==> config.mk <==
export PLATFORM = sky130hd
export DESIGN_NAME = psram_write_path
export DESIGN_NICKNAME = d
export VERILOG_FILES = /design/src/psram_pkg.sv /design/src/psram_write_path.sv
export SDC_FILE = /design/constraint.sdc
export NUM_CORES = 1
export LEC_CHECK = 0
export ABC_AREA = 1
export BUFFER_PORTS_ARGS = -buffer_cell sky130_fd_sc_hd__buf_4
export CAP_MARGIN = 10
export CELL_PAD_IN_SITES_DETAIL_PLACEMENT = 1
export CELL_PAD_IN_SITES_GLOBAL_PLACEMENT = 1
export CORE_ASPECT_RATIO = 0.5
export CORE_MARGIN = 2
export CORE_UTILIZATION = 30
export DETAILED_ROUTE_END_ITERATION = 8
export GPL_TIMING_DRIVEN = 0
export PLACE_DENSITY_LB_ADDON = 0.1
export SLEW_MARGIN = 20
export SYNTH_ARGS = -nofsm -noshare
export SYNTH_HDL_FRONTEND = slang
export SYNTH_SLANG_ARGS = --single-unit
export TNS_END_PERCENT = 30
==> constraint.sdc <==
create_clock -name sck -period 3.4 [get_ports sck]
set_clock_uncertainty 0.15 [all_clocks]
set_input_delay 0.17 -clock sck [delete_from_list [all_inputs] [get_ports sck]]
set_output_delay 0.17 -clock sck [all_outputs]
set_load 0.02 [all_outputs]
==> src/psram_pkg.sv <==
`default_nettype none

package psram_pkg;

  // header layout
  localparam int CMD_W  = 8;
  localparam int ADDR_W = 24;

  // command codes
  localparam logic [CMD_W-1:0] CMD_WRITE = 8'h38; // quad write.
  localparam logic [CMD_W-1:0] CMD_READ  = 8'hEB; // quad fast read.

  // phase lengths in sck cycles
  localparam int CMD_CYCLES  = 8;  // one command bit per cycle on dio[0].
  localparam int ADDR_CYCLES = 6;  // one address nibble per cycle.
  localparam int READ_WAIT   = 6;  // dummy cycles before the first read nibble.

  // width of the small phase and wait counters.
  localparam int CNT_W = 3;

  // internal storage
  localparam int MEM_ADDR_W = 10;
  localparam int MEM_DEPTH  = 1024;

  // PH_IDLE parks an unknown command until ce_n rises.
  typedef enum logic [2:0] {
    PH_CMD   = 3'd0,
    PH_ADDR  = 3'd1,
    PH_READ  = 3'd2,
    PH_WRITE = 3'd3,
    PH_IDLE  = 3'd4
  } phase_e;

  // the header is shifted in as one raw word and decoded as fields.
  typedef union packed {
    logic [CMD_W+ADDR_W-1:0] raw;
    struct packed {
      logic [CMD_W-1:0]  cmd;  // arrives first, ends up on top.
      logic [ADDR_W-1:0] addr;
    } fields;
  } psram_header_u;

endpackage

`default_nettype wire
==> src/psram_write_path.sv <==
`timescale 1ns/1ps
`default_nettype none

module psram_write_path (
  input  logic                             sck,
  input  logic                             ce_n,
  input  logic                             wr_phase,
  input  logic [psram_pkg::MEM_ADDR_W-1:0] start_addr,
  input  logic [3:0]                       dio_in,
  output logic                             wr_en,
  output logic [psram_pkg::MEM_ADDR_W-1:0] wr_addr,
  output logic [7:0]                       wr_data
);

  logic                             half;
  logic [3:0]                       hi_nib;
  logic [psram_pkg::MEM_ADDR_W-1:0] wr_ofs;

  assign wr_addr = start_addr + wr_ofs; // wraps modulo the array depth.

  always_ff @(posedge sck or posedge ce_n) begin
    if (ce_n) begin
      half   <= 1'b0;
      wr_en  <= 1'b0;
      wr_ofs <= '0;
    end else begin
      wr_en <= wr_phase & half; // one-cycle strobe per completed byte.
      if (wr_en) begin
        wr_ofs <= wr_ofs + 1'b1;
      end
      if (wr_phase) begin
        half <= ~half;
      end
    end
  end

  // a byte cut short by ce_n never reaches wr_data with a strobe.
  always_ff @(posedge sck) begin
    if (wr_phase) begin
      if (!half) begin
        hi_nib <= dio_in;
      end else begin
        wr_data <= {hi_nib, dio_in};
      end
    end
  end

endmodule

`default_nettype wire

Yosys cells after proc, flatten, opt, wreduce, memory -nomap -nowiden:

Cells that the tools add are included.

* bits in writable memories: 0
* output and inout port bits: 19
* memories kept: 0
* input bits: 17
* bits in registers: 24
* word-level logic and storage cells: 11
* latch bits: 0
* ROM bits: 0

* multipliers: 0
* div/mod/pow operators: 0
* multiplexer cells: 0
* add/sub/neg operators: 2
* reductions and logical operators: 2
* shifts and indexed selects: 0
* magnitude comparators: 0
* bitwise gates (word level): 2
* equality and inequality tests: 0

Operator list (count)
* $add 10x1->10 const B: 1
* $add 10x10->10: 1
* $reduce_and 2->1: 2
* $and 1x1->1: 1
* $not 1->1: 1

Longest topological paths before layout:

* word-level depth: 2
* mapped depth: 9

Worst setup path after synthesis:

Ideal clock, no wire load.

* kind: reg-to-output
* start: register wr_ofs[0] (netlist name)
* end: output port wr_addr[4] (netlist name)
* arrival time: 1.632 ns
* data required time: 3.080 ns
* stages on the path, launching flop included: 6
* buffers on the path: 0
* path slack: 1.448 ns
* cell sequence: dfrtp_1 > ha_1 > inv_1 > fa_1 > o21ai_1 > xor2_1

* longest elaborated chain between the ends: 1

Ends and longest elaborated chain
* start: declaration: RTL line psram_write_path.sv:17 `logic [psram_pkg::MEM_ADDR_W-1:0] wr_ofs;`
* start signal: assignment: RTL line psram_write_path.sv:29 `wr_ofs <= wr_ofs + 1'b1;`
* $add 10x10->10: RTL line psram_write_path.sv:19 `assign wr_addr = start_addr + wr_ofs;`
* end: declaration: RTL line psram_write_path.sv:11 `output logic [psram_pkg::MEM_ADDR_W-1:0] wr_addr,`

No other way between the ends.

Worst setup path after layout:

* start: register wr_ofs[0] (netlist name)
* end: output port wr_addr[8] (netlist name)

Same word-level chain as after synthesis.

==> flow_summary.json <==
{
  "outcome": "complete, no violations",
  "setup_viol": 0,
  "layout-drive-gt1-share": 0.2222,
  "clk_pin_slew_ns": 0.09,
  "final_nets": 227,
  "hold_start": "hi_nib[2]",
  "cts-root-buf": "clkbuf_8",
  "timing.fmax_mhz": 394.0,
  "finalSetupTns_ns": 0,
  "crit_path_max_incr_delay_ns": 0.43,
  "drc": 0,
  "cpMostUsedCell": "nand2_1",
  "gr-total-overflow": 0,
  "hold_viol_final": 0,
  "hold_path_class": "register to register",
  "cp.required_ns": 3.08,
  "die-area_um2": 5143,
  "worstPathCellList": "ha_1 > inv_1 > fa_1 > o21ai_1 > nand2_1 > nand2_1 > nand2_1 > nand2_1 > buf_4",
  "track_usage": 0.1142,
  "clock_sinks": 24,
  "crit_fanout": 4,
  "final_area_um2": 1832,
  "synth_area_leaders": "edfxtp_1, dfrtp_1, nand2_1, ha_1, inv_1",
  "grt_pass1_vias": 1070,
  "tightest_slew_ns": 0.4902,
  "final-max-slew-violation-count": 0,
  "leakagePower_uw": 0.0009706,
  "yosysWarnings": 0,
  "clock_power_share": 0.203,
  "h-tree-depth": 1,
  "antenna_cells": 0,
  "start_util": 0.3118,
  "clock_path_buffers": 2,
  "ir_drop_mv": 0.2640,
  "ys_seq_area_frac": 0.4835,
  "relSlewSlack": 0.6728,
  "clock_latency_ns": 0.26,
  "yosysUniqueCellTypes": 20,
  "port_buffers": 35,
  "drt_iter0_markers": 28,
  "dpl.hpwl_um": 2339,
  "worstSetupPathType": "register to primary output",
  "synthesis.area_um2": 1366,
  "tritoncts": "yes",
  "die_x_um": 99.44,
  "cpMaxStageDelayCell": "dfrtp_1",
  "synth_top_area_frac": 0.2637,
  "post-route-period-util": 0.7465,
  "synthesis.instances": 153,
  "core_um2": 4382,
  "grt_max_degree": 15,
  "critPathCaptureType": "primary output",
  "arrival_ns": 2.22,
  "place_congestion": 0.7822,
  "grt_pass1_wl_um": 4609,
  "period_needed_ns": 2.538,
  "syn_area_per_cell_um2": 8.930,
  "p_per_area_nw_per_um2": 670.9,
  "final_core_util": 0.4180,
  "postRouteAntennaNets": 0,
  "rsz0062_at_grt": "false",
  "netlist.top_cell.by_area": "edfxtp_1",
  "area_delta_synth_final_pct": 34.07,
  "internal-power_uw": 764.2,
  "placed_cell_area_um2": 1700,
  "syn_nets": 181,
  "p_comb_frac": 0.442,
  "whs_ns": 0.2801,
  "numCtsBuffers": 3,
  "ios": 36,
  "ys_ff_latch": 24,
  "start_kind": "register",
  "vias": 1104,
  "p_sw_uw": 464.8,
  "post-cts-setup-buffer-count": 0,
  "antenna_found_initial": 0,
  "seq_power_share": 0.355,
  "cp-startpoint": "wr_ofs[0]",
  "rr_startpoint": "wr_ofs[0]",
  "nFillCells": 516,
  "drv_cap": 0,
  "sw_frac_of_total": 0.3782,
  "die_h_um": 51.72,
  "placementRows": 17,
  "wl_per_cell_um": 11.04,
  "via_per_inst": 4.329,
  "wirelength_um": 2815,
  "detail_route.first_pass.iterations": 3
}
[area by class of cell]
class,instances,area (um^2),area share
well taps,57,71.32,0.03893
clock inverters,1,30.03,0.01639
multi-input cells,102,604.3,0.3299
repair buffers,41,322.8,0.1762
clock buffers,3,41.29,0.02254
inverters,27,101.3,0.05533
flip-flops and latches,24,660.6,0.3607
[metrics by stage]
stage	setup slack (ns)	power [uW]	instances
final	0.8618	1229	255
after detailed placement	1.148	992.8	245
after global placement	1.158	982.4	245
after CTS	0.8330	1251	255
after global routing	0.6651	1314	255
after floorplan	1.448	780.5	153
[layout by cell type, fill, tap and decap left out]
cell type      netlist  layout
xor2_1              10      10
fa_1                 1       1
a21oi_1              4       4
o21a_1               1       1
edfxtp_1            12      12
dfrtp_1             12      12
buf_4                0      35
nand4_1              2       2
dlygate4sd3_1        0       6
o21ai_1              1       1
nor2_4               1       1
nand3_1              9       9
o21ai_0              1       1
xnor2_1              3       3
inv_1               27      27
nor2_1               7       7
nand3_2              1       1
ha_1                10      10
nor3_2               1       1
nand2_2              1       1
bufinv_16            0       1
nor2_2               1       1
nand2_1             48      48
clkbuf_8             0       3
[worst max-delay path: cells and delay by family (launching register included)]
| kind | cells | cell delay [ns] |
|---|---|---|
| flops | 1 | 0.43 |
| fa+ha+maj | 2 | 0.65 |
| buf+inv | 2 | 0.21 |
| simple gates | 4 | 0.35 |
| compound gates | 1 | 0.33 |
[repair_timing]
action / in CTS / in global routing
hold endpoints to repair: 21 / 0
resized for setup: 0 / 0
hold buffers: 6 / 0
[cell families after synthesis]
| group | count (synthesis) | share of synthesized area |
|---|---|---|
| buffers and inverters | 27 | 0.07418 |
| xor gates and xnor gates | 13 | 0.08333 |
| DFF | 24 | 0.4835 |
| AOI/OAI and AO/OA | 7 | 0.02747 |
| adders and majority gates | 11 | 0.1062 |
| and+or+nand+nor | 71 | 0.2253 |
[registers in the layout, indices dropped and copies added (netlist names)]
register,cells
hi_nib,4
wr_ofs,10
wr_data,8
half,1
wr_en,1
[path summary, 6_finish.rpt]
path / to / slack, ns / cells after the start
setup / recovery: wr_addr[8] / 0.86 / 9
hold / removal: wr_data[6] / 0.28 / 0
setup reg to reg: wr_ofs[8] / 1.98 / 5
hold reg to reg: wr_data[6] / 0.28 / 0
max in group asynchronous: wr_ofs[1] / 2.44 / 3
min in group asynchronous: wr_ofs[8] / 0.33 / 3
[per-layer routing]
metal | routed length (um) | global-route usage
met3 | 181 | 0.04032
met5 | 0 | 0
met1 | 1356 | 0.1435
met4 | 8 | 0.02055
met2 | 1268 | 0.1948
[power by group through the flow]
stage                     Sequential (uW)  Clock [uW]  Combinational [uW]
after floorplan                       455           0                 325
after detailed placement              444           0                 548
after CTS                             438         258                 555
final                                 436         250                 543
after global placement                442           0                 540
after global routing                  446         268                 599
[cells in the mapped netlist]
master / count
xnor2_1: 3
o21a_1: 1
a21oi_1: 4
nor2_2: 1
edfxtp_1: 12
inv_1: 27
nand2_1: 48
xor2_1: 10
nand4_1: 2
fa_1: 1
nand3_1: 9
nor3_2: 1
nor2_4: 1
nand2_2: 1
nor2_1: 7
ha_1: 10
nand3_2: 1
o21ai_0: 1
dfrtp_1: 12
o21ai_1: 1
No activity file was read; power rests on OpenSTA's default activity.
