File: config.mk
export PLATFORM = sky130hd
export DESIGN_NAME = psram_read_path
export DESIGN_NICKNAME = d
export VERILOG_FILES = /design/src/psram_pkg.sv /design/src/psram_read_path.sv
export SDC_FILE = /design/constraint.sdc
export NUM_CORES = 1
export LEC_CHECK = 0
export BUFFER_PORTS_ARGS = -buffer_cell sky130_fd_sc_hd__buf_2
export CAP_MARGIN = 20
export CORE_ASPECT_RATIO = 0.8
export CORE_MARGIN = 5
export CORE_UTILIZATION = 51
export CTS_CLUSTER_SIZE = 25
export DETAILED_ROUTE_END_ITERATION = 8
export PLACE_DENSITY = 0.78
export SYNTH_ARGS = -nofsm -noshare
export SYNTH_HDL_FRONTEND = slang
export SYNTH_SLANG_ARGS = --single-unit
File: constraint.sdc
create_clock -name sck -period 2.9 [get_ports sck]
set_input_delay 0.145 -clock sck [delete_from_list [all_inputs] [get_ports sck]]
set_output_delay 0.145 -clock sck [all_outputs]
set_load 0.02 [all_outputs]
File: src/psram_pkg.sv
`default_nettype none

package psram_pkg;

  // header layout
  localparam int CMD_W  = 8;
  localparam int ADDR_W = 24;

  // command codes
  localparam logic [CMD_W-1:0] CMD_WRITE = 8'h38; // quad write.
  localparam logic [CMD_W-1:0] CMD_READ  = 8'hEB; // quad fast read.

  // phase lengths in sck cycles
  localparam int CMD_CYCLES  = 8;  // one command bit per cycle on dio[0].
  localparam int ADDR_CYCLES = 6;  // one address nibble per cycle.
  localparam int READ_WAIT   = 6;  // dummy cycles before the first read nibble.

  // width of the small phase and wait counters.
  localparam int CNT_W = 3;

  // internal storage
  localparam int MEM_ADDR_W = 10;
  localparam int MEM_DEPTH  = 1024;

  // PH_IDLE parks an unknown command until ce_n rises.
  typedef enum logic [2:0] {
    PH_CMD   = 3'd0,
    PH_ADDR  = 3'd1,
    PH_READ  = 3'd2,
    PH_WRITE = 3'd3,
    PH_IDLE  = 3'd4
  } phase_e;

  // the header is shifted in as one raw word and decoded as fields.
  typedef union packed {
    logic [CMD_W+ADDR_W-1:0] raw;
    struct packed {
      logic [CMD_W-1:0]  cmd;  // arrives first, ends up on top.
      logic [ADDR_W-1:0] addr;
    } fields;
  } psram_header_u;

endpackage

`default_nettype wire
File: src/psram_read_path.sv
`timescale 1ns/1ps
`default_nettype none

module psram_read_path (
  input  logic                             sck,
  input  logic                             ce_n,
  input  logic                             rd_phase,
  input  logic [psram_pkg::MEM_ADDR_W-1:0] start_addr,
  output logic [psram_pkg::MEM_ADDR_W-1:0] rd_addr,
  input  logic [7:0]                       rd_data,
  output logic [3:0]                       dio_out,
  output logic                             dio_oe
);

  logic [psram_pkg::CNT_W-1:0]      wait_cnt;
  logic [psram_pkg::MEM_ADDR_W-1:0] rd_ofs;
  logic                             nib_hi;
  logic                             wait_done;
  logic                             load_byte;
  logic [7:0]                       byte_q;

  assign wait_done = (int'(wait_cnt) == psram_pkg::READ_WAIT - 1);

  // first fetch ends the wait, later fetches follow each low nibble.
  assign load_byte = dio_oe ? ~nib_hi : (rd_phase & wait_done);

  // the offset wraps on its own width, so the address stays in the array.
  assign rd_addr = start_addr + rd_ofs;

  always_ff @(posedge sck or posedge ce_n) begin
    if (ce_n) begin
      wait_cnt <= '0;
      rd_ofs   <= '0;
      nib_hi   <= 1'b0;
      dio_oe   <= 1'b0;
    end else begin
      if (!dio_oe && rd_phase && !wait_done) begin
        wait_cnt <= wait_cnt + 1'b1;
      end
      if (load_byte) begin
        dio_oe <= 1'b1; // stays on until ce_n rises.
        rd_ofs <= rd_ofs + 1'b1;
        nib_hi <= 1'b1;
      end else if (dio_oe) begin
        nib_hi <= 1'b0;
      end
    end
  end

  always_ff @(posedge sck) begin
    if (load_byte) begin
      byte_q <= rd_data;
    end
  end

  assign dio_out = nib_hi ? byte_q[7:4] : byte_q[3:0]; // high nibble goes out first.

endmodule

`default_nettype wire

== Word-level counts from Yosys, hierarchy flattened ==
Cells that the tools add are included.
W data, S select, Z words.

* Bits in registers: 23
* Latch bits: 0
* RAM bits: 0
* Memory bits (read-only): 0
* Input bits: 21
* Output and inout port bits: 15
* Logic and storage cells: 20
* Memories: 0

* Add/sub/neg operators: 3
* $mul: 0
* Divide/modulo/power cells: 0
* $lt $le $gt $ge: 0
* Eq/ne operators: 1
* Shift-type cells: 0
* Multiplexer cells: 4
* Bitwise operators: 2
* Reduce and logical (&&, ||, !) cells: 5

{| class="wikitable"
|+ Operators with widths
! kind !! count
|-
| $add A10 B1 Y10 const B || 1
|-
| $add A10 B10 Y10 || 1
|-
| $mux W4 || 1
|-
| $add A3 B1 Y3 const B || 1
|-
| $eq A3 B3 Y1 const B || 1
|-
| $mux W1 || 3
|-
| $logic_and A1 B1 Y1 || 2
|-
| $logic_not A1 Y1 || 2
|-
| $reduce_bool A2 Y1 || 1
|-
| $and A1 B1 Y1 || 1
|-
| $not A1 Y1 || 1
|}

== Logic depth before layout (Yosys ltp) ==
* Depth after elaboration: 4
* Depth in mapped cells: 8
* Mapped depth without buffers: 8

== Worst setup path after synthesis ==
Ideal clock, no wire load.

* Path kind: reg-to-output
* Start point: register rd_ofs[2] (netlist name)
* End point: output port rd_addr[9] (netlist name)
* Arrival time: 1.867 ns
* Data required time: 2.755 ns
* Slack: 0.888 ns
* Cell stages (with the launch flop): 7
* Cell sequence: dfrtp_1 ha_1 and3_4 a2111oi_4 o21ai_1 a21oi_1 xnor2_1

* Word-level cells in the longest chain between the ends: 1

{| class="wikitable"
|+ RTL lines
! what !! RTL line !! RTL
|-
| start, declared || psram_read_path.sv:16 || <nowiki>logic [psram_pkg::MEM_ADDR_W-1:0] rd_ofs;</nowiki>
|-
| start signal, assigned || psram_read_path.sv:42 || <nowiki>rd_ofs <= rd_ofs + 1'b1;</nowiki>
|-
| $add A10 B10 Y10 || psram_read_path.sv:28 || <nowiki>assign rd_addr = start_addr + rd_ofs;</nowiki>
|-
| end, declared || psram_read_path.sv:9 || <nowiki>output logic [psram_pkg::MEM_ADDR_W-1:0] rd_addr,</nowiki>
|}

Every way passes these cells.

== Final worst setup path ==
* Start point: register rd_ofs[2] (netlist name)
* End point: output port rd_addr[7] (netlist name)

Same word-level chain as after synthesis.

==> impl_metrics.json <==
{
  "drc": 0,
  "syn_avg_cell_area_um2": 11.8,
  "finalHoldViolCount": 0,
  "start_util": 0.543,
  "yosysWarnings": 0,
  "setup-tns-final_ns": 0,
  "yosysTopAreaCell": "dfrtp_1",
  "rows": 16,
  "post_synth_num_cell_types": 33,
  "worst_slew_pin_slew_ns": 0.589,
  "critPathKind": "flop to primary output",
  "cts_buffers": 3,
  "clk_pin_slew_ns": 0.12,
  "grt_pass1_vias": 1006,
  "synthCells": 115,
  "met1_length_um": 1250,
  "dieArea_mm2": 0.00380,
  "antenna_cells": 0,
  "rsz0062_at_grt": "no",
  "antenna_found_initial": 0,
  "status": "finished clean",
  "crit_path_end_kind": "primary output",
  "synth_area_leaders": "dfrtp_1, edfxtp_1, ha_1",
  "syn-num-nets": 149,
  "synth_top_area_frac": 0.276,
  "layout_common_cells": "buf_2, xnor2_1, dfrtp_1",
  "hold_path_class": "input pin to flop",
  "drv_cap": 0,
  "layout.nets": 197,
  "ys.flop_type": "dfrtp_1",
  "crit_path_max_incr_delay_ns": 0.47,
  "dr_wl_met3_um": 152,
  "htreeDepth": 1,
  "dr_wl_met2_um": 1330,
  "layout_commonest_cell": "buf_2",
  "drt_wl_total_um": 2750,
  "fin_worst_skew_ns": 0.00703,
  "synth_edf_count": 8,
  "drive_gt1_frac": 0.327,
  "cpMaxStageDelayCell": "dfrtp_1",
  "max_slew_margin": 0.599,
  "final.fill_count": 194,
  "wl_per_cell_um": 13.9,
  "io_pins": 36,
  "worst-endpoint-arrival_ns": 2.42,
  "clk_latency_ns": 0.31,
  "core_mm2": 0.00250,
  "final-max-slew-violation-count": 0,
  "ys_ff_latch": 23,
  "grt_pass1_wl_um": 4440,
  "cts_tree": "built",
  "whs_ns": 0.212,
  "path_cells": "ha_1, and3_4, a2111oi_4, o21bai_1, a21oi_1, xnor2_1, buf_2",
  "period_share": 0.884,
  "setup_violations": 0,
  "cp.required_ns": 2.76,
  "netlist_area_mm2": 0.00136,
  "p_per_area_mw_per_mm2": 345,
  "firstDrtPassIters": 4,
  "routed.top_layer": "met4",
  "setup_ws_ns": 0.337,
  "utilization": 0.676,
  "crit_path_start_kind": "flop",
  "dpl-instance-area_mm2": 0.00157,
  "synthArstFlopShare": 0.652,
  "clock_path_buffers": 2,
  "grtUsageTotal": 0.152,
  "ant_nets": 0,
  "routed-via-count": 999,
  "fmax_mhz": 390,
  "yosysSeqAreaShare": 0.453,
  "die_w_um": 67.7,
  "gp_congestion": 0.735,
  "dp_slack_ns": 0.693,
  "die_h_um": 56.1,
  "peakVddDrop_mv": 0.286,
  "via_per_inst": 5.05,
  "grt_max_degree": 18,
  "post_cts_resized": 0,
  "p_leak_uw": 0.000796,
  "drt_iter0_drc": 41,
  "rrSetupSlack_ns": 0.89,
  "numClockSinks": 23,
  "dp_hpwl_um": 2110,
  "overflow": 0,
  "syn_to_final_growth_pct": 24.5,
  "post-route-min-period_ns": 2.56,
  "path_max_fanout": 6,
  "cts.root.buffer_cell": "clkbuf_4",
  "final_area_mm2": 0.00169,
  "portBuffers": 35
}
-- flip-flops by register name (all words and copies together), names as in the netlist --
register  flops
rd_ofs       10
wait_cnt      3
byte_q        8
dio_oe        1
nib_hi        1
-- stage by stage --
| step | instances | total power (uW) |
|---|---|---|
| after floorplan | 115 | 402 |
| after global placement | 185 | 432 |
| after detailed placement | 185 | 436 |
| after CTS | 193 | 584 |
| after global routing | 198 | 613 |
| final | 198 | 583 |
-- where the power goes --
group	switching [uW]	total, uW	internal, uW
clock network	90.3	144	53.7
registers	0	336	336
logic	54.6	102	47.9
-- Yosys cell counts (2+ instances only) --
library cell / number
ha_1: 12
xnor2_1: 16
nor2_1: 3
a21oi_1: 6
a21o_1: 2
nand4_1: 3
nand3_1: 5
a21o_2: 2
edfxtp_1: 8
mux2_2: 4
xor2_1: 3
o21ai_0: 2
dfrtp_1: 15
inv_1: 8
nor2b_1: 2
nand2_1: 6
and3_1: 2
-- layout make-up --
type                            instances  area (um2)  share of cell area
Multi-Input combinational cell         82         704               0.417
Sequential cell                        23         616               0.364
Timing Repair Buffer                   44         265               0.157
Tap cell                               36        45.0              0.0266
Inverter                                9        33.8              0.0200
Clock buffer                            4        26.3              0.0155
-- metal layers --
metal,up-vias,global-route usage
met5,-,0
met4,0,0.0231
met3,2,0.0525
met2,33,0.243
met1,462,0.201
li1,502,-
-- cells by family (layout without fill, tap and decap cells) --
group | after synthesis | after routing | share of synthesized area
adder cells (fa/ha/maj) | 13 | 13 | 0.125
AND/OR/NAND/NOR | 26 | 26 | 0.108
multiplexers | 5 | 5 | 0.0498
AO/OA/AOI/OAI | 19 | 19 | 0.113
XOR/XNOR | 19 | 19 | 0.123
flip-flops | 23 | 23 | 0.453
buffers and inverters | 10 | 57 | 0.0276
-- repair_timing --
| item | in CTS | in global routing |
|---|---|---|
| setup buffers | 0 | 0 |
| hold endpoints to repair | 18 | 5 |
| hold buffers | 4 | 5 |
| endpoints found under the setup margin | 0 | 0 |
-- final timing paths --
check | startpoint | endpoint | cells after the start
setup / recovery | rd_ofs[2]$_DFFE_PP0P_ | rd_addr[7] | 7
hold / removal | rd_phase | dio_oe$_DFFE_PP0P_ | 3
setup reg to reg | wait_cnt[1]$_DFFE_PP0P_ | rd_ofs[7]$_DFFE_PP0P_ | 7
hold reg to reg | rd_ofs[9]$_DFFE_PP0P_ | rd_ofs[9]$_DFFE_PP0P_ | 1
max in group asynchronous | ce_n | rd_ofs[2]$_DFFE_PP0P_ | 3
min in group asynchronous | ce_n | dio_oe$_DFFE_PP0P_ | 3
-- worst max-delay path, delay by kind of cell, from the launching register on --
family	cells	cell delay, ns
AO/OA/AOI/OAI	3	0.70
buffers and inverters	1	0.21
XOR/XNOR	1	0.15
adder cells (fa/ha/maj)	1	0.37
AND/OR/NAND/NOR	1	0.22
flip-flops	1	0.47
Power figures use the tool's default switching activity.
