--- src/psram_pkg.sv ---
`default_nettype none

package psram_pkg;

  // header layout
  localparam int CMD_W  = 8;
  localparam int ADDR_W = 24;

  // command codes
  localparam logic [CMD_W-1:0] CMD_WRITE = 8'h38; // quad write.
  localparam logic [CMD_W-1:0] CMD_READ  = 8'hEB; // quad fast read.

  // phase lengths in sck cycles
  localparam int CMD_CYCLES  = 8;  // one command bit per cycle on dio[0].
  localparam int ADDR_CYCLES = 6;  // one address nibble per cycle.
  localparam int READ_WAIT   = 6;  // dummy cycles before the first read nibble.

  // width of the small phase and wait counters.
  localparam int CNT_W = 3;

  // internal storage
  localparam int MEM_ADDR_W = 10;
  localparam int MEM_DEPTH  = 1024;

  // PH_IDLE parks an unknown command until ce_n rises.
  typedef enum logic [2:0] {
    PH_CMD   = 3'd0,
    PH_ADDR  = 3'd1,
    PH_READ  = 3'd2,
    PH_WRITE = 3'd3,
    PH_IDLE  = 3'd4
  } phase_e;

  // the header is shifted in as one raw word and decoded as fields.
  typedef union packed {
    logic [CMD_W+ADDR_W-1:0] raw;
    struct packed {
      logic [CMD_W-1:0]  cmd;  // arrives first, ends up on top.
      logic [ADDR_W-1:0] addr;
    } fields;
  } psram_header_u;

endpackage

`default_nettype wire
--- src/psram_cmd_decoder.sv ---
`timescale 1ns/1ps
`default_nettype none

module psram_cmd_decoder (
  input  logic                             sck,
  input  logic                             ce_n,
  input  logic [3:0]                       dio_in,
  output logic                             rd_phase,
  output logic                             wr_phase,
  output logic [psram_pkg::MEM_ADDR_W-1:0] start_addr
);

  psram_pkg::phase_e             phase;
  logic [psram_pkg::CNT_W-1:0]   cnt;
  psram_pkg::psram_header_u      hdr;
  psram_pkg::psram_header_u      hdr_next;
  logic                          cmd_last;
  logic                          addr_last;

  assign cmd_last  = (int'(cnt) == psram_pkg::CMD_CYCLES - 1);
  assign addr_last = (int'(cnt) == psram_pkg::ADDR_CYCLES - 1);

  // command bits come in on dio[0] only, address nibbles on all four lines.
  always_comb begin
    hdr_next = hdr;
    if (phase == psram_pkg::PH_CMD) begin
      hdr_next.raw = {hdr.raw[30:0], dio_in[0]};
    end else if (phase == psram_pkg::PH_ADDR) begin
      hdr_next.raw = {hdr.raw[27:0], dio_in};
    end
  end

  always_ff @(posedge sck) begin
    hdr <= hdr_next; // holds once the address phase is over.
  end

  always_ff @(posedge sck or posedge ce_n) begin
    if (ce_n) begin
      phase <= psram_pkg::PH_CMD;
      cnt   <= '0;
    end else begin
      case (phase)
        psram_pkg::PH_CMD: begin
          if (cmd_last) begin
            cnt   <= '0;
            phase <= psram_pkg::PH_ADDR;
          end else begin
            cnt <= cnt + 1'b1;
          end
        end
        psram_pkg::PH_ADDR: begin
          if (addr_last) begin
            cnt <= '0;
            // decode from the word as it stands after this last nibble.
            if (hdr_next.fields.cmd == psram_pkg::CMD_READ) begin
              phase <= psram_pkg::PH_READ;
            end else if (hdr_next.fields.cmd == psram_pkg::CMD_WRITE) begin
              phase <= psram_pkg::PH_WRITE;
            end else begin
              phase <= psram_pkg::PH_IDLE;
            end
          end else begin
            cnt <= cnt + 1'b1;
          end
        end
        default: begin
          phase <= phase; // stay put until ce_n ends the transaction.
        end
      endcase
    end
  end

  assign rd_phase   = (phase == psram_pkg::PH_READ);
  assign wr_phase   = (phase == psram_pkg::PH_WRITE);
  assign start_addr = hdr.fields.addr[psram_pkg::MEM_ADDR_W-1:0]; // upper bits ignored.

endmodule

`default_nettype wire

--- config.mk ---
export PLATFORM = sky130hd
export DESIGN_NAME = psram_cmd_decoder
export DESIGN_NICKNAME = d
export VERILOG_FILES = /design/src/psram_pkg.sv /design/src/psram_cmd_decoder.sv
export SDC_FILE = /design/constraint.sdc
export NUM_CORES = 1
export LEC_CHECK = 0
export BUFFER_PORTS_ARGS = -buffer_cell sky130_fd_sc_hd__buf_4
export CORE_MARGIN = 5
export CORE_UTILIZATION = 58
export DETAILED_ROUTE_END_ITERATION = 16
export HOLD_SLACK_MARGIN = 0.03
export PLACE_DENSITY = 0.78
export SLEW_MARGIN = 20
export SYNTH_ARGS = -nofsm -noshare
export SYNTH_HDL_FRONTEND = slang
export SYNTH_SLANG_ARGS = --single-unit
--- constraint.sdc ---
create_clock -name sck -period 2.24 [get_ports sck]
set_input_delay 0.112 -clock sck [delete_from_list [all_inputs] [get_ports sck]]
set_output_delay 0.112 -clock sck [all_outputs]
set_load 0.01 [all_outputs]
## Word level (Yosys, flattened, before mapping)

Index checks and enable logic that the tools add are counted.

- Add/subtract/negate cells: 1
- Equality and inequality tests: 9
- Mux-type cells: 10
- Reductions and logical operators: 3

Operators with widths:

| operator | number |
|---|---|
| 2-to-1 mux 32 bit | 2 |
| 2-to-1 mux 3 bit | 6 |
| one-hot mux 3 bit (2 select lines) | 2 |
| equality test 8 x 6 -> 1 bit, second input constant | 1 |
| equality test 8 bit, second input constant | 1 |
| equality test 3 x 1 -> 1 bit, second input constant | 2 |
| equality test 3 x 2 -> 1 bit, second input constant | 2 |
| inequality test 2 bit, second input constant | 2 |
| adder 3 x 1 -> 3 bit, second input constant | 1 |
| equality test 3 bit, second input constant | 1 |
| logical NOT 3 bit | 1 |
| AND reduction 3 bit | 1 |
| nonzero test 2 bit | 1 |

- Register bits after elaboration: 38
- Bits of input ports: 6
- Word-level logic and storage cells: 27

## Longest topological paths before layout

- Depth after elaboration: 8
- Depth in mapped cells: 7
- Depth with buffers taken out: 7

## Worst setup path before layout

Ideal clock, no wire load.

- Kind: register -> register
- Start point: register phase[1]
- End point: register phase[0]
- Arrival time: 1941 ps
- Setup slack: 222 ps
- Cell stages (with the launch flop): 8
- Period minus slack after synthesis: 2018 ps
- Cells stage by stage: dfrtp_1 -> or2_1 -> buf_6 -> inv_2 -> mux2i_1 -> nand3_1 -> or3_1 -> a21oi_1

- Cells in the longest elaborated chain, start to end: 8
- Elaborated cells between the ends (all ways): 14
- Those cells by class: eq/ne (5); mux (6); reduce/logical (3)

Ends and longest elaborated chain:

| item | RTL line | source |
|---|---|---|
| start, declared | psram_cmd_decoder.sv:13 | `psram_pkg::phase_e phase;` |
| start signal, assigned | psram_cmd_decoder.sv:39 | `phase <= psram_pkg::PH_CMD;` |
| start signal, assigned | psram_cmd_decoder.sv:46 | `phase <= psram_pkg::PH_ADDR;` |
| start signal, assigned | psram_cmd_decoder.sv:56 | `phase <= psram_pkg::PH_READ;` |
| equality test 3 x 1 -> 1 bit | psram_cmd_decoder.sv:28, psram_cmd_decoder.sv:42 |  |
| 2-to-1 mux 32 bit | psram_cmd_decoder.sv:28 | `end else if (phase == psram_pkg::PH_ADDR) begin` |
| 2-to-1 mux 32 bit | psram_cmd_decoder.sv:26 | `if (phase == psram_pkg::PH_CMD) begin` |
| equality test 8 x 6 -> 1 bit | psram_cmd_decoder.sv:57 | `end else if (hdr_next.fields.cmd == psram_pkg::CMD_WRITE) begin` |
| 2-to-1 mux 3 bit | psram_cmd_decoder.sv:57 |  |
| 2-to-1 mux 3 bit | psram_cmd_decoder.sv:55 | `if (hdr_next.fields.cmd == psram_pkg::CMD_READ) begin` |
| 2-to-1 mux 3 bit | psram_cmd_decoder.sv:52 | `if (addr_last) begin` |
| one-hot mux 3 bit (2 select lines) | psram_cmd_decoder.sv:42 | `case (phase)` |

Parallel ways exist; a longest one is shown, timed or not. The select of a mux whose other input is x is not followed.
A chain may end at the register's enable or synchronous reset.

==> PnR_summary.wiki <==
{| class="wikitable"
! Metric !! Value
|-
| Result of the run || finished, final reports clean
|-
| Starting utilization of the core area || 61.3%
|-
| Count of final max-slew check failures || 0
|-
| Simple-gate area share of the yosys netlist || 10.1%
|-
| Predominant post-synthesis flop cell || sky130_fd_sc_hd__edfxtp_1
|-
| Sequential Power Share || 61.6%
|-
| Post-synthesis sequential element count || 38
|-
| Period utilization || 90.3%
|-
| Adder-cell area share of the yosys netlist || 2.65%
|-
| Row count || 20
|-
| Commonest cells post-synth || sky130_fd_sc_hd__mux2i_1, sky130_fd_sc_hd__nor2_1, sky130_fd_sc_hd__edfxtp_1, sky130_fd_sc_hd__o21ai_0, sky130_fd_sc_hd__buf_4
|-
| Count of TritonRoute iterations in the first routing pass || 4
|-
| Endpoint required time on the critical path || 2.50 ns
|-
| Timing startpoint of the critical path || phase[2]
|-
| Dominant cell type by area after synthesis || sky130_fd_sc_hd__edfxtp_1
|-
| Detailed-route vias per instance || 5.28
|-
| Sequential share of the synthesized area || 54.6%
|-
| Remaining Overflow, GRT || 0
|-
| Post-route cell area || 2070 µm²
|-
| Worst setup slack after placement || 0.181 ns
|-
| Share of cells above drive strength 1 || 19.8%
|-
| Leading cell types by total area after synthesis || sky130_fd_sc_hd__edfxtp_1, sky130_fd_sc_hd__mux2i_1, sky130_fd_sc_hd__dfxtp_1
|-
| Relative slew margins || 75.5%
|-
| Final Net Count || 186
|-
| Number of I/O port buffers || 17
|-
| Setup slack, reg-to-reg || 0.22 ns
|-
| Net switching fraction of the power || 24.1%
|-
| Total number of vias || 1,167
|-
| Nature of the critical path endpoint || register
|-
| Data arrival time of the critical path || 2.28 ns
|-
| Complex-gate fraction of the synthesized area || 6.90%
|-
| # DRC || 0
|-
| Maximum number of pins on one net before global-route repair || 32
|-
| EDFF count, synth || 24
|-
| Clk buf depth || 2
|-
| Synth Area per Inst || 11.5 µm²
|-
| Startpoint types || register
|-
| Instance count along the most critical hold path || 2
|-
| Number of warnings printed during yosys synthesis || 0
|-
| FF-to-FF End || phase[0]
|-
| Level count of the clock H-tree || 2
|-
| Post-layout utilization of the core || 67.2%
|-
| Via count of the first global-routing pass || 1,138
|-
| Mux share of post-synthesis cell area || 18.1%
|-
| Post-synthesis xor/xnor area fraction || 0%
|-
| Die outline height || 67.0 µm
|-
| Synthesis-to-layout area growth || 9.55%
|-
| Total Routed Length || 3140 µm
|-
| Highest net fanout along the worst path || 6
|-
| Setup ws final || 0.217 ns
|-
| Count of cell types in the netlist || 31
|-
| Wire length per cell after detailed routing || 14.2 µm
|-
| Setup Viol. Count Final || 0
|-
| TritonCTS clock tree || done
|-
| WS Path Type || register to register
|-
| Number of buffers inserted by post-CTS setup repair || 0
|-
| Startpoint of the tightest hold check path || dio_in[0]
|-
| Skew-Pair Late Insertion Delay || 0.34 ns
|-
| Clock-pin transition on the worst setup and hold timing paths || 0.10 ns
|-
| Startpoint of the worst-slack reg-to-reg timing path || phase[2]
|-
| Post-Syn Instances || 164
|-
| DP Area || 1990 µm²
|-
| Total inserted antenna cells || 0
|-
| Overall global routing resource usage || 16.3%
|-
| Post-synthesis cell area || 1890 µm²
|-
| Destination of the worst hold path || hdr[0]
|-
| Number of sinks on the clock net || 38
|-
| Int Pwr || 1000 µW
|-
| Final weighted congestion in routability-driven placement || 0.778
|-
| Number of antenna violations at the first check in global routing || 0
|-
| Global-route wire length before repair || 5350 µm
|-
| Synth Net Count || 174
|-
| Hold Crit Class || primary input to register
|-
| Worst clock skew || 0.00988 ns
|-
| Share of the synthesized area in the top cell type || 38.2%
|-
| Estimated wirelength of the detail-placed design || 2210 µm
|-
| Die X || 67.0 µm
|-
| Total negative slack for setup checks || 0 ns
|-
| Setup repair after global routing missed its margin || no
|-
| Post-detailed-route count of antenna-violating nets || 0
|-
| Clock power share || 27.8%
|-
| Achievable Freq || 0.494 GHz
|-
| Power density of the placed cells || 638 nW/µm²
|-
| VDD IR-drop max || 0.465 mV
|-
| Cts bufs inserted || 5
|-
| Most common cell in the synthesized netlist || sky130_fd_sc_hd__mux2i_1
|-
| Count of cells along the worst register-to-register path || 6
|-
| Max-cap viol count || 0
|-
| Floorplan die area || 4490 µm²
|-
| Minimum clock period || 2.02 ns
|-
| Leakage component of the power || 0.000748 µW
|-
| Root buffer cell || sky130_fd_sc_hd__clkbuf_4
|-
| Total count of hold-check failures in the final report || 0
|-
| Slew @ Worst Pin || 0.368 ns
|-
| Net switching power figure || 318 µW
|-
| Largest family of logic cells by synthesized area || multiplexers
|-
| Drt first-iter violations || 79
|-
| Proportion of register bits with asynchronous set or reset after synthesis || 15.8%
|-
| Combinational Power Share || 10.6%
|-
| Count of boundary I/O pins || 18
|-
| Number of fill cells in the layout || 243
|-
| Area of the placeable core || 3080 µm²
|}
## metrics by stage
step	std cells	hold slack [ns]	power, µW
final	221	0.0648	1320
after detailed placement	212	0.0512	966
after global placement	212	0.0394	957
after CTS	221	0.0550	1330
after global routing	221	0.0507	1400
after floorplan	164	-0.0970	927
## worst max path at each step
stage	end	slack, ns	depth (start not counted)
6_report	phase[0]	0.22	6
5_1_grt	phase[0]	0.05	7
4_1_cts	phase[0]	0.15	7
3_5_place_dp	phase[0]	0.18	7
3_3_place_gp	phase[0]	0.25	7
2_1_floorplan	phase[0]	0.22	7
## layout by cell type, fill, tap and decap left out
master	n
sky130_fd_sc_hd__nor3_1	1
sky130_fd_sc_hd__dfxtp_1	8
sky130_fd_sc_hd__nor3b_1	1
sky130_fd_sc_hd__o21ai_0	11
sky130_fd_sc_hd__o21ai_4	1
sky130_fd_sc_hd__dlygate4sd3_1	1
sky130_fd_sc_hd__or4b_1	1
sky130_fd_sc_hd__nand2_1	5
sky130_fd_sc_hd__and3b_1	1
sky130_fd_sc_hd__a21o_1	1
sky130_fd_sc_hd__a21oi_1	3
sky130_fd_sc_hd__clkbuf_4	5
sky130_fd_sc_hd__nand4b_1	1
sky130_fd_sc_hd__o21ai_2	2
sky130_fd_sc_hd__o2111ai_1	1
sky130_fd_sc_hd__nor2_1	26
sky130_fd_sc_hd__o21ai_1	2
sky130_fd_sc_hd__ha_1	4
sky130_fd_sc_hd__and2_1	1
sky130_fd_sc_hd__edfxtp_1	24
sky130_fd_sc_hd__or2_1	1
sky130_fd_sc_hd__or3_1	1
sky130_fd_sc_hd__mux2_2	1
sky130_fd_sc_hd__dfrtp_1	5
sky130_fd_sc_hd__nand3_1	3
sky130_fd_sc_hd__buf_4	22
sky130_fd_sc_hd__inv_2	1
sky130_fd_sc_hd__mux2i_1	33
sky130_fd_sc_hd__buf_6	1
sky130_fd_sc_hd__inv_1	5
sky130_fd_sc_hd__clkbuf_8	1
sky130_fd_sc_hd__dfrtp_2	1
sky130_fd_sc_hd__clkbuf_1	2
## sequential cells by signal (all words and copies together), names as in the netlist
name   cells
cnt        3
hdr       32
phase      3
## power groups by stage
stage	sequential, µW	combinational [µW]	clock, µW
CTS	812	141	377
floorplan	818	109	0
finish	812	140	366
detailed placement	827	139	0
global placement	825	132	0
global route	818	163	415
## area by class of cell
| cell class | count | area (µm²) | area share, % |
|---|---|---|---|
| clock buffer | 8 | 58.8 | 2.85 |
| inverter | 6 | 22.5 | 1.09 |
| sequential | 38 | 1030 | 49.9 |
| timing repair buffer | 24 | 186 | 9.02 |
| multi-input combinational | 101 | 712 | 34.4 |
| tap | 44 | 55.1 | 2.66 |
## metal layers
layer  global-route usage [%]  part of all wire, %  up-vias
li1                         -                    -      595
met1                     20.3                   45      547
met2                     26.3                   50       21
met3                     5.73                  4.4        4
met4                     5.32                 0.38        0
met5                        0                    0        -
## critical path, stage by stage (launching register included)
cell and delay [ns]:
sky130_fd_sc_hd__dfrtp_1 0.43, sky130_fd_sc_hd__buf_4 0.17, sky130_fd_sc_hd__o21ai_0 0.21, sky130_fd_sc_hd__o21ai_2 0.10, sky130_fd_sc_hd__or4b_1 0.54, sky130_fd_sc_hd__or3_1 0.36, sky130_fd_sc_hd__a21oi_1 0.14
## timing repair
action,CTS,global route
resized for setup,0,1
endpoints found under the setup margin,0,1
hold buffers,1,0
hold endpoints to repair,6,0
## cell families after synthesis
| kind of cell | after synthesis |
|---|---|
| multiplexers | 34 |
| AO/OA/AOI/OAI | 21 |
| AND/OR/NAND/NOR | 42 |
| adder cells (fa/ha/maj) | 4 |
| buffers and inverters | 25 |
| flip-flops | 38 |
No activity file was read; power rests on OpenSTA's default activity.
